==> src/source/ctrl_pkg.sv <==
`default_nettype none

package ctrl_pkg;

        localparam int op_w    = 6;
        localparam int funct_w = 6;

        // Opcodes
        localparam logic [op_w-1:0] op_rtype = 6'd0;
        localparam logic [op_w-1:0] op_j     = 6'd2;
        localparam logic [op_w-1:0] op_beq   = 6'd4;
        localparam logic [op_w-1:0] op_bne   = 6'd5;
        localparam logic [op_w-1:0] op_lw    = 6'd35;
        localparam logic [op_w-1:0] op_sw    = 6'd43;

        // R-type function codes
        localparam logic [funct_w-1:0] funct_add = 6'd32;
        localparam logic [funct_w-1:0] funct_sub = 6'd34;
        localparam logic [funct_w-1:0] funct_and = 6'd36;

        // Sequencer states
        typedef enum logic [4:0] {
                init_sp,
                fetch,
                ir_load,
                decode,
                exec_add,
                exec_sub,
                exec_and,
                r_write,
                branch_eq,
                branch_ne,
                branch_take,
                lw_addr,
                lw_access,
                lw_write,
                sw_addr,
                sw_access,
                jump,
                exc_vector,
                exc_jump
        } state_t;

        typedef enum logic {cause_illegal, cause_overflow} cause_t;

        typedef enum logic [1:0] {
                pc_alu_out, pc_alu_result, pc_jump_target, pc_mem_load
        } pc_src_t;

        typedef enum logic [1:0] {a_pc, a_reg_a, a_reg_b} alu_src_a_t;

        typedef enum logic [1:0] {
                b_reg_b, b_four, b_immediate, b_branch_offset
        } alu_src_b_t;

        typedef enum logic [1:0] {alu_pass, alu_add, alu_sub, alu_and} alu_op_t;

        // Memory address source, vectors are fixed in the datapath
        typedef enum logic [1:0] {
                iord_pc, iord_alu_out, iord_vec_illegal, iord_vec_overflow
        } iord_t;

        typedef enum logic [1:0] {dst_rt, dst_rd, dst_sp} reg_dst_t;

        typedef enum logic [1:0] {data_alu_out, data_mem_data, data_sp_init} reg_data_t;

endpackage

`default_nettype wire
==> src/source/control_unit.sv <==
`timescale 1ns/10ps
`default_nettype none

module control_unit (
        input  logic                          clk,
        input  logic                          reset,
        input  logic [ctrl_pkg::op_w-1:0]     op,
        input  logic [ctrl_pkg::funct_w-1:0]  funct,
        input  logic                          overflow,
        input  logic                          equal,
        input  logic                          ack,
        output ctrl_pkg::pc_src_t             pc_src,
        output ctrl_pkg::alu_src_a_t          alu_src_a,
        output ctrl_pkg::alu_src_b_t          alu_src_b,
        output ctrl_pkg::alu_op_t             alu_op,
        output ctrl_pkg::iord_t               iord,
        output ctrl_pkg::reg_dst_t            reg_dst,
        output ctrl_pkg::reg_data_t           reg_data,
        output logic                          ir_write,
        output logic                          pc_write,
        output logic                          bank_write,
        output logic                          epc_write,
        output logic                          a_write,
        output logic                          b_write,
        output logic                          alu_out_write,
        output logic                          mem_reg_write,
        output logic                          cyc,
        output logic                          stb,
        output logic                          we
);
        import ctrl_pkg::*;

        state_t decoded_state;
        state_t state;
        cause_t cause;

        instr_decoder u_decoder (
                .op            (op),
                .funct         (funct),
                .decoded_state (decoded_state)
        );

        main_fsm u_fsm (
                .clk           (clk),
                .reset         (reset),
                .decoded_state (decoded_state),
                .overflow      (overflow),
                .equal         (equal),
                .ack           (ack),
                .state         (state),
                .cause         (cause)
        );

        // Moore outputs, no input reaches them directly
        control_signals u_signals (
                .state         (state),
                .cause         (cause),
                .pc_src        (pc_src),
                .alu_src_a     (alu_src_a),
                .alu_src_b     (alu_src_b),
                .alu_op        (alu_op),
                .iord          (iord),
                .reg_dst       (reg_dst),
                .reg_data      (reg_data),
                .ir_write      (ir_write),
                .pc_write      (pc_write),
                .bank_write    (bank_write),
                .epc_write     (epc_write),
                .a_write       (a_write),
                .b_write       (b_write),
                .alu_out_write (alu_out_write),
                .mem_reg_write (mem_reg_write),
                .cyc           (cyc),
                .stb           (stb),
                .we            (we)
        );

endmodule

`default_nettype wire

==> src/source/control_signals.sv <==
`timescale 1ns/10ps
`default_nettype none

module control_signals (
        input  ctrl_pkg::state_t   state,
        input  ctrl_pkg::cause_t   cause,
        output ctrl_pkg::pc_src_t    pc_src,
        output ctrl_pkg::alu_src_a_t alu_src_a,
        output ctrl_pkg::alu_src_b_t alu_src_b,
        output ctrl_pkg::alu_op_t    alu_op,
        output ctrl_pkg::iord_t      iord,
        output ctrl_pkg::reg_dst_t   reg_dst,
        output ctrl_pkg::reg_data_t  reg_data,
        output logic               ir_write,
        output logic               pc_write,
        output logic               bank_write,
        output logic               epc_write,
        output logic               a_write,
        output logic               b_write,
        output logic               alu_out_write,
        output logic               mem_reg_write,
        output logic               cyc,
        output logic               stb,
        output logic               we
);
        import ctrl_pkg::*;

        always_comb begin
                pc_src        = pc_alu_out;
                alu_src_a     = a_pc;
                alu_src_b     = b_reg_b;
                alu_op        = alu_pass;
                iord          = iord_pc;
                reg_dst       = dst_rt;
                reg_data      = data_alu_out;
                ir_write      = 1'b0;
                pc_write      = 1'b0;
                bank_write    = 1'b0;
                epc_write     = 1'b0;
                a_write       = 1'b0;
                b_write       = 1'b0;
                alu_out_write = 1'b0;
                mem_reg_write = 1'b0;
                cyc           = 1'b0;
                stb           = 1'b0;
                we            = 1'b0;

                case (state)
                        init_sp: begin
                                bank_write = 1'b1;
                                reg_dst    = dst_sp;
                                reg_data   = data_sp_init;
                        end
                        fetch: begin
                                cyc           = 1'b1;
                                stb           = 1'b1;
                                alu_src_b     = b_four;         // PC + 4
                                alu_op        = alu_add;
                                alu_out_write = 1'b1;
                        end
                        ir_load: begin
                                ir_write = 1'b1;
                                pc_write = 1'b1;
                        end
                        decode: begin
                                // Branch target computed early
                                alu_src_b     = b_branch_offset;
                                alu_op        = alu_add;
                                alu_out_write = 1'b1;
                                a_write       = 1'b1;
                                b_write       = 1'b1;
                        end
                        exec_add, exec_sub, exec_and: begin
                                alu_src_a     = a_reg_a;
                                alu_src_b     = b_reg_b;
                                alu_op        = (state == exec_add) ? alu_add :
                                                (state == exec_sub) ? alu_sub : alu_and;
                                alu_out_write = 1'b1;
                        end
                        r_write: begin
                                bank_write = 1'b1;
                                reg_dst    = dst_rd;
                        end
                        branch_eq, branch_ne: begin
                                alu_src_a = a_reg_a;            // Compare only, alu_out keeps target
                                alu_op    = alu_sub;
                        end
                        branch_take: begin
                                pc_write = 1'b1;
                        end
                        lw_addr, sw_addr: begin
                                alu_src_a     = a_reg_a;
                                alu_src_b     = b_immediate;
                                alu_op        = alu_add;
                                alu_out_write = 1'b1;
                        end
                        lw_access: begin
                                cyc           = 1'b1;
                                stb           = 1'b1;
                                iord          = iord_alu_out;
                                mem_reg_write = 1'b1;
                        end
                        sw_access: begin
                                cyc  = 1'b1;
                                stb  = 1'b1;
                                we   = 1'b1;
                                iord = iord_alu_out;
                        end
                        lw_write: begin
                                bank_write = 1'b1;
                                reg_data   = data_mem_data;
                        end
                        jump: begin
                                pc_write = 1'b1;
                                pc_src   = pc_jump_target;
                        end
                        exc_vector: begin
                                cyc           = 1'b1;
                                stb           = 1'b1;
                                alu_src_b     = b_four;         // EPC gets PC - 4
                                alu_op        = alu_sub;
                                epc_write     = 1'b1;
                                mem_reg_write = 1'b1;
                                iord          = (cause == cause_overflow) ? iord_vec_overflow :
                                                                            iord_vec_illegal;
                        end
                        exc_jump: begin
                                pc_write = 1'b1;
                                pc_src   = pc_mem_load;
                        end
                        default: begin
                        end
                endcase
        end

endmodule

`default_nettype wire

==> src/source/main_fsm.sv <==
`timescale 1ns/10ps
`default_nettype none

module main_fsm (
        input  logic             clk,
        input  logic             reset,
        input  ctrl_pkg::state_t decoded_state,
        input  logic             overflow,
        input  logic             equal,
        input  logic             ack,
        output ctrl_pkg::state_t state,
        output ctrl_pkg::cause_t cause
);
        import ctrl_pkg::*;

        state_t next_state;
        cause_t next_cause;

        always_comb begin
                next_state = state;                     // Bus states hold by default
                next_cause = cause;
                case (state)
                        init_sp: begin
                                next_state = fetch;
                        end
                        fetch: begin
                                if (ack) begin
                                        next_state = ir_load;
                                end
                        end
                        ir_load: begin
                                next_state = decode;
                        end
                        decode: begin
                                next_state = decoded_state;
                                if (decoded_state == exc_vector) begin
                                        next_cause = cause_illegal;
                                end
                        end

                        // Overflow is sampled while the ALU still works on A and B
                        exec_add, exec_sub: begin
                                if (overflow) begin
                                        next_state = exc_vector;
                                        next_cause = cause_overflow;
                                end else begin
                                        next_state = r_write;
                                end
                        end
                        exec_and: begin
                                next_state = r_write;
                        end
                        r_write: begin
                                next_state = fetch;
                        end
                        branch_eq: begin
                                next_state = equal ? branch_take : fetch;
                        end
                        branch_ne: begin
                                next_state = equal ? fetch : branch_take;
                        end
                        branch_take: begin
                                next_state = fetch;
                        end
                        lw_addr: begin
                                next_state = lw_access;
                        end
                        lw_access: begin
                                if (ack) begin
                                        next_state = lw_write;
                                end
                        end
                        lw_write: begin
                                next_state = fetch;
                        end
                        sw_addr: begin
                                next_state = sw_access;
                        end
                        sw_access: begin
                                if (ack) begin
                                        next_state = fetch;
                                end
                        end
                        jump: begin
                                next_state = fetch;
                        end
                        exc_vector: begin
                                if (ack) begin
                                        next_state = exc_jump;
                                end
                        end
                        exc_jump: begin
                                next_state = fetch;
                        end
                        default: begin
                                next_state = fetch;
                        end
                endcase
        end

        always_ff @(posedge clk) begin
                if (reset) begin
                        state <= init_sp;               // SP init write runs here
                        cause <= cause_illegal;
                end else begin
                        state <= next_state;
                        cause <= next_cause;
                end
        end

endmodule

`default_nettype wire

==> src/source/instr_decoder.sv <==
`timescale 1ns/10ps
`default_nettype none

module instr_decoder (
        input  logic [ctrl_pkg::op_w-1:0]    op,
        input  logic [ctrl_pkg::funct_w-1:0] funct,
        output ctrl_pkg::state_t             decoded_state
);
        import ctrl_pkg::*;

        always_comb begin
                decoded_state = exc_vector;             // Unknown codes trap
                case (op)
                        op_rtype: begin
                                case (funct)
                                        funct_add: decoded_state = exec_add;
                                        funct_sub: decoded_state = exec_sub;
                                        funct_and: decoded_state = exec_and;
                                        default:   decoded_state = exc_vector;
                                endcase
                        end
                        op_beq: begin
                                decoded_state = branch_eq;
                        end
                        op_bne: begin
                                decoded_state = branch_ne;
                        end
                        op_lw: begin
                                decoded_state = lw_addr;
                        end
                        op_sw: begin
                                decoded_state = sw_addr;
                        end
                        op_j: begin
                                decoded_state = jump;
                        end
                        default: begin
                                decoded_state = exc_vector;
                        end
                endcase
        end

endmodule

`default_nettype wire

==> config.mk <==
export PLATFORM = sky130hd
export DESIGN_NAME = control_unit
export DESIGN_NICKNAME = d
export VERILOG_FILES = /design/src/source/ctrl_pkg.sv /design/src/source/control_unit.sv /design/src/source/control_signals.sv /design/src/source/main_fsm.sv /design/src/source/instr_decoder.sv
export SDC_FILE = /design/constraint.sdc
export NUM_CORES = 1
export LEC_CHECK = 0
export BUFFER_PORTS_ARGS = -buffer_cell sky130_fd_sc_hd__buf_2
export CAP_MARGIN = 20
export CORE_MARGIN = 1
export CORE_UTILIZATION = 54
export CTS_BUF_LIST = sky130_fd_sc_hd__clkbuf_8
export DETAILED_ROUTE_END_ITERATION = 10
export GPL_TIMING_DRIVEN = 0
export PLACE_DENSITY = 0.88
export SLEW_MARGIN = 40
export SYNTH_ARGS = -nofsm -noshare
export SYNTH_HDL_FRONTEND = slang
export SYNTH_SLANG_ARGS = --single-unit
==> constraint.sdc <==
create_clock -name clk -period 2.1 [get_ports clk]
set_input_delay 0.315 -clock clk [delete_from_list [all_inputs] [get_ports clk]]
set_output_delay 0.315 -clock clk [all_outputs]
set_load 0.01 [all_outputs]
=== Word-level counts from Yosys, hierarchy flattened ===
Cells that the tools add are included.

* Equality and inequality tests: 33
* Multiplexer cells: 32
* Reduce and logical (&&, ||, !) cells: 18

{| class="wikitable"
|+ Operators by type and width
! kind !! count
|-
| $pmux W5 S12 || 1
|-
| $eq A5 B4 Y1 const B || 8
|-
| $eq A6 B6 Y1 const B || 5
|-
| $pmux W5 S6 || 1
|-
| $mux W5 || 5
|-
| $eq A5 B3 Y1 const B || 4
|-
| $eq A5 B5 Y1 const B || 4
|-
| $pmux W2 S2 || 4
|-
| $pmux W5 S3 || 1
|-
| $mux W1 || 14
|-
| $reduce_or A7 Y1 || 2
|-
| $eq A6 B3 Y1 const B || 2
|-
| $pmux W2 S3 || 2
|-
| $reduce_or A4 Y1 || 3
|-
| $eq A5 B2 Y1 const B || 2
|-
| $ne A2 B2 Y1 const B || 5
|-
| $reduce_or A2 Y1 || 5
|-
| $reduce_or A3 Y1 || 3
|-
| $mux W4 || 2
|-
| $eq A6 B2 Y1 const B || 1
|-
| $logic_not A6 Y1 || 1
|-
| $eq A5 B1 Y1 const B || 1
|-
| $logic_not A5 Y1 || 1
|-
| $reduce_and A4 Y1 || 1
|-
| other kinds (5) || 5
|}

* Input bits: 17
* Logic and storage cells: 85
* Output and inout bits: 25
* Flip-flop bits (word level): 6

=== Depth between registers and ports, before layout ===
* Depth after elaboration: 6
* Depth in mapped cells: 7
* Gate-level depth less buffers: 4

=== Hierarchy ===
From an unflattened synthesis, not the netlist that was laid out.

* Cell total of the unflattened synthesis: 158
* Area, all modules: 1112.3 sq um

{| class="wikitable"
|+ Modules (own cells, without submodules)
! module !! instances !! area an instance (sq um) !! cells each
|-
| main_fsm || 1 || 568.0 || 73
|-
| control_signals || 1 || 385.4 || 61
|-
| instr_decoder || 1 || 158.9 || 24
|}

=== Worst setup path before layout ===
Ideal clock, no wire load.

* Path kind: reg2out
* Start point: reg u_fsm.state[1]
* End point: out alu_src_b[0]
* Cell stages (with the launch flop): 5
* Data required time: 1.785 ns
* Slack: 0.357 ns
* Data arrival time: 1.428 ns
* Path buffers: 3
* Path through: dfxtp_1 buf_2 buf_6 buf_2 a2111oi_0

* Word-level cells in the longest chain between the ends: 3
* Elaborated cells on any way between the ends: 8

{| class="wikitable"
|+ Ends and longest elaborated chain
! what !! RTL line !! text
|-
| start: declaration || main_fsm.sv:11 || <nowiki>output ctrl_pkg::state_t state,</nowiki>
|-
| start signal: assignment || main_fsm.sv:103 || <nowiki>state <= init_sp;</nowiki>
|-
| start signal: assignment || main_fsm.sv:106 || <nowiki>state <= next_state;</nowiki>
|-
| $eq A5 B1 Y1, or another cell as far along || control_signals.sv:48 || <nowiki>case (state)</nowiki>
|-
| $reduce_or A2 Y1, on equally long branches || - ||
|-
| $pmux W2 S3 (*) || control_signals.sv:48 ||
|-
| end: declaration || control_unit.sv:14 || <nowiki>output ctrl_pkg::alu_src_b_t alu_src_b,</nowiki>
|}

Mark *: on every way between the ends. The rest lies on a longest branch, timed or not.

=== Final worst setup path ===
* Start point: reg u_fsm.state[1]
* End point: out bank_write

* Word-level cells in the longest chain between the ends: 3
* Elaborated cells on any way between the ends: 5

{| class="wikitable"
|+ Ends and longest elaborated chain
! what !! RTL line !! text
|-
| $eq A5 B3 Y1, or another cell as far along || control_signals.sv:48 ||
|-
| $reduce_or A3 Y1 (no source line) (*) || - ||
|-
| $mux W1 (*) || control_signals.sv:48 ||
|-
| end: declaration || control_unit.sv:21 || <nowiki>output logic bank_write,</nowiki>
|}

Marks and branches as above.

==> flow_results.xml <==
<?xml version="1.0" encoding="UTF-8"?>
<metrics>
  <group name="routing">
    <metric name="wirelength" unit="um">3510</metric>
    <metric name="routed_wire_length_per_instance" unit="um">15.7</metric>
    <metric name="dr_total_vias" unit="">1431</metric>
    <metric name="highest_layer" unit="">met4</metric>
    <metric name="vias_per_instance" unit="">6.39</metric>
    <metric name="wl_met3" unit="um">326</metric>
    <metric name="detailedRoute.firstPassIterationCount" unit="">5</metric>
    <metric name="met1_length" unit="um">1420</metric>
    <metric name="detail_route.drc_violations" unit="">0</metric>
    <metric name="detail_route.iter0.violations" unit="">73</metric>
    <metric name="met2WireLength" unit="um">1690</metric>
    <metric name="drtAntennaViolNets" unit="">0</metric>
  </group>
  <group name="timing">
    <metric name="finalHoldViolations" unit="">0</metric>
    <metric name="timing.final.crit_period" unit="ns">2.06</metric>
    <metric name="timing_max_transition_violations_final" unit="">0</metric>
    <metric name="finalWorstSetupSlack" unit="ns">0.0370</metric>
    <metric name="final.period_utilization" unit="">0.982</metric>
    <metric name="max_freq" unit="MHz">485</metric>
    <metric name="fin_skew" unit="ns">0.00134</metric>
    <metric name="report.final.setup_viol" unit="">0</metric>
  </group>
  <group name="setup_path">
    <metric name="setup.worst_path.start" unit="">u_fsm.state[1]</metric>
    <metric name="crit_required" unit="ns">1.78</metric>
    <metric name="worstSetupPathType" unit="">flip-flop to output pin</metric>
    <metric name="critical_path_arrival" unit="ns">1.75</metric>
    <metric name="end_kind" unit="">output pin</metric>
    <metric name="setup.worst_path.start_class" unit="">flip-flop</metric>
    <metric name="timing.critical_path.fanout_max" unit="">10</metric>
    <metric name="critical_path.reg2reg.startpoint" unit="">u_fsm.state[1]</metric>
  </group>
  <group name="cells_and_area">
    <metric name="layout.cells.most_common_list" unit="">42 x sky130_fd_sc_hd__buf_2, 12 x sky130_fd_sc_hd__nor2_1, 10 x sky130_fd_sc_hd__nand2_1</metric>
    <metric name="areaGrowthSynthToFinish" unit="%">27.3</metric>
    <metric name="fillers" unit="">140</metric>
    <metric name="post-route-util" unit="">0.765</metric>
    <metric name="layout.area.seq" unit="sq um">121</metric>
    <metric name="drive_gt1_frac" unit="">0.367</metric>
    <metric name="antenna-diode-count" unit="">0</metric>
    <metric name="final_cell_count_no_fill" unit="">224</metric>
    <metric name="multi_input_area" unit="sq um">823</metric>
    <metric name="design.final.nets" unit="">218</metric>
    <metric name="layout_commonest_cell" unit="">sky130_fd_sc_hd__buf_2</metric>
  </group>
  <group name="floorplanning">
    <metric name="die_height" unit="um">46.5</metric>
    <metric name="floorplan.io_pins" unit="">42</metric>
    <metric name="coreArea" unit="sq um">1780</metric>
    <metric name="row_count" unit="">15</metric>
    <metric name="horizontal_extent_of_the_die" unit="um">46.5</metric>
    <metric name="initial_core_utilization" unit="">0.601</metric>
    <metric name="die-area" unit="sq um">2170</metric>
  </group>
  <group name="global_routing">
    <metric name="first_global_vias" unit="">1159</metric>
    <metric name="grtUsageTotal" unit="">0.339</metric>
    <metric name="grt_remaining_overflow" unit="">0</metric>
    <metric name="largest_net_degree_at_the_start_of_global_routing" unit="">11</metric>
    <metric name="number_of_antenna_violations_at_the_first_check_in_global_routing" unit="">0</metric>
    <metric name="grt_first_pass_wirelength" unit="um">5220</metric>
  </group>
  <group name="synthesis">
    <metric name="seq_area_frac_synth" unit="">0.112</metric>
    <metric name="ys_types" unit="">58</metric>
    <metric name="async_reset_ff_frac" unit="">0</metric>
    <metric name="yosys_most_used_dff" unit="">sky130_fd_sc_hd__dfxtp_1</metric>
    <metric name="syn_inst" unit="">157</metric>
    <metric name="synth-warning-count" unit="">0</metric>
    <metric name="synth.ff_latch_count" unit="">6</metric>
    <metric name="synth.cell_area" unit="sq um">1070</metric>
    <metric name="avgSynthCellArea" unit="sq um">6.82</metric>
    <metric name="post_synthesis_net_count" unit="">174</metric>
    <metric name="synth_edf_count" unit="">0</metric>
  </group>
  <group name="clock_network">
    <metric name="tritoncts" unit="">done</metric>
    <metric name="cts_buffer_depth" unit="">2</metric>
    <metric name="clkLatencyLatePin" unit="ns">0.23</metric>
    <metric name="cts_root_buf" unit="">sky130_fd_sc_hd__clkbuf_8</metric>
    <metric name="clk_pin_slew_worst_paths" unit="ns">0.04</metric>
    <metric name="num_cts_buffers" unit="">3</metric>
    <metric name="clock_sinks" unit="">6</metric>
    <metric name="htree_num_levels" unit="">1</metric>
  </group>
  <group name="placed_design">
    <metric name="dp_hpwl" unit="um">2530</metric>
    <metric name="place_ws" unit="ns">0.209</metric>
    <metric name="placed_cells_incl_taps" unit="">221</metric>
    <metric name="globalplace.congestion" unit="">0.963</metric>
    <metric name="io_buffer_count" unit="">39</metric>
  </group>
  <group name="flow_run">
    <metric name="max_cap_viol_count" unit="">0</metric>
  </group>
  <group name="power">
    <metric name="total_power_of_the_final_layout" unit="uW">507</metric>
    <metric name="leakage" unit="nW">0.613</metric>
    <metric name="power.ir.vdd_worst" unit="mV">0.436</metric>
    <metric name="power-per-cell-area" unit="nW/um^2">372</metric>
  </group>
  <group name="min_path">
    <metric name="worstHoldStart" unit="">reset</metric>
    <metric name="worstHoldPathType" unit="">primary input to flip-flop</metric>
  </group>
  <group name="status">
    <metric name="status" unit="">completed</metric>
  </group>
</metrics>
stage by stage:
| step | cell area [sq um] | setup TNS, ns | hold WS [ns] |
|---|---|---|---|
| finish | 1360 | 0 | 0.310 |
| global route | 1360 | -0.0641 | 0.343 |
| CTS | 1340 | 0 | 0.304 |
| detailed placement | 1300 | 0 | 0.543 |
| global placement | 1300 | 0 | 0.542 |
| floorplan | 1070 | 0 | 0.384 |
worst max-delay path, cell delays in order (launching register included):
cell                      delay, ns
sky130_fd_sc_hd__dfxtp_1       0.31
sky130_fd_sc_hd__buf_2         0.22
sky130_fd_sc_hd__buf_6         0.17
sky130_fd_sc_hd__buf_2         0.24
sky130_fd_sc_hd__nand3_1       0.21
sky130_fd_sc_hd__a31oi_1       0.21
sky130_fd_sc_hd__buf_2         0.15
kinds of logic after synthesis:
logic type	synth area share
compound gates	0.317
xor+xnor	0.00818
flops	0.112
other cells	0.00350
simple gates	0.426
buf+inv	0.133
power breakdown:
part / switching [mW] / internal (mW)
combinational: 0.111 / 0.0898
sequential: 0.00462 / 0.119
clock: 0.0585 / 0.124
total: 0.174 / 0.332
synthesized netlist by cell type (2+ instances only):
master / count / area share
sky130_fd_sc_hd__nand2_1: 10 / 0.035
sky130_fd_sc_hd__nand3b_1: 2 / 0.014
sky130_fd_sc_hd__nor3b_1: 2 / 0.014
sky130_fd_sc_hd__nand2b_1: 5 / 0.029
sky130_fd_sc_hd__a311oi_1: 2 / 0.016
sky130_fd_sc_hd__dfxtp_1: 6 / 0.11
sky130_fd_sc_hd__o21ai_0: 6 / 0.028
sky130_fd_sc_hd__nor3_1: 9 / 0.042
sky130_fd_sc_hd__nand3_1: 6 / 0.028
sky130_fd_sc_hd__nor4_1: 3 / 0.018
sky130_fd_sc_hd__o32ai_1: 3 / 0.025
sky130_fd_sc_hd__nor2b_1: 4 / 0.023
sky130_fd_sc_hd__a31oi_1: 7 / 0.041
sky130_fd_sc_hd__a21oi_1: 8 / 0.037
sky130_fd_sc_hd__o31a_1: 3 / 0.025
sky130_fd_sc_hd__and3_1: 2 / 0.012
sky130_fd_sc_hd__buf_2: 6 / 0.028
sky130_fd_sc_hd__nor4b_1: 2 / 0.016
sky130_fd_sc_hd__inv_1: 6 / 0.021
sky130_fd_sc_hd__nor2_1: 13 / 0.046
sky130_fd_sc_hd__a21boi_0: 2 / 0.014
sky130_fd_sc_hd__a22oi_1: 2 / 0.014
sky130_fd_sc_hd__o211ai_1: 2 / 0.014
sky130_fd_sc_hd__nand4_1: 3 / 0.018
sky130_fd_sc_hd__buf_4: 9 / 0.063
sky130_fd_sc_hd__o31ai_1: 2 / 0.014
registers in the layout (all words and copies together) (netlist names):
register,flops
u_fsm.cause,1
u_fsm.state,5
routing by layer:
metal  global-route usage  vias up
met1                0.421      663
li1                     -      675
met4                0.124        0
met2                0.553       81
met5                    0        -
met3               0.0902       12
path summary, 6_finish.rpt:
check | endpoint | slack (ns) | depth (start not counted)
worst max-delay path | bank_write | 0.04 | 6
worst min-delay path | u_fsm.state[4] | 0.31 | 2
worst max register to register | u_fsm.state[2] | 0.41 | 6
worst min register to register | u_fsm.cause | 0.66 | 3
final cells by class:
cell class	instances	share of cell area
Timing Repair Buffer	39	0.143
Multi-Input combinational cell	126	0.604
Tap cell	25	0.0229
Sequential cell	6	0.0890
Inverter	7	0.0193
Buffer	18	0.0917
Clock buffer	3	0.0303
what timing repair did:
| item | 4_1_cts | 5_1_grt |
|---|---|---|
| endpoints found under the setup margin | 1 | 8 |
| endpoints found under the hold margin | 0 | 0 |
| resized for setup | 1 | 9 |
| hold buffers | 0 | 0 |
| setup buffers | 0 | 0 |
Power figures use the tool's default switching activity.
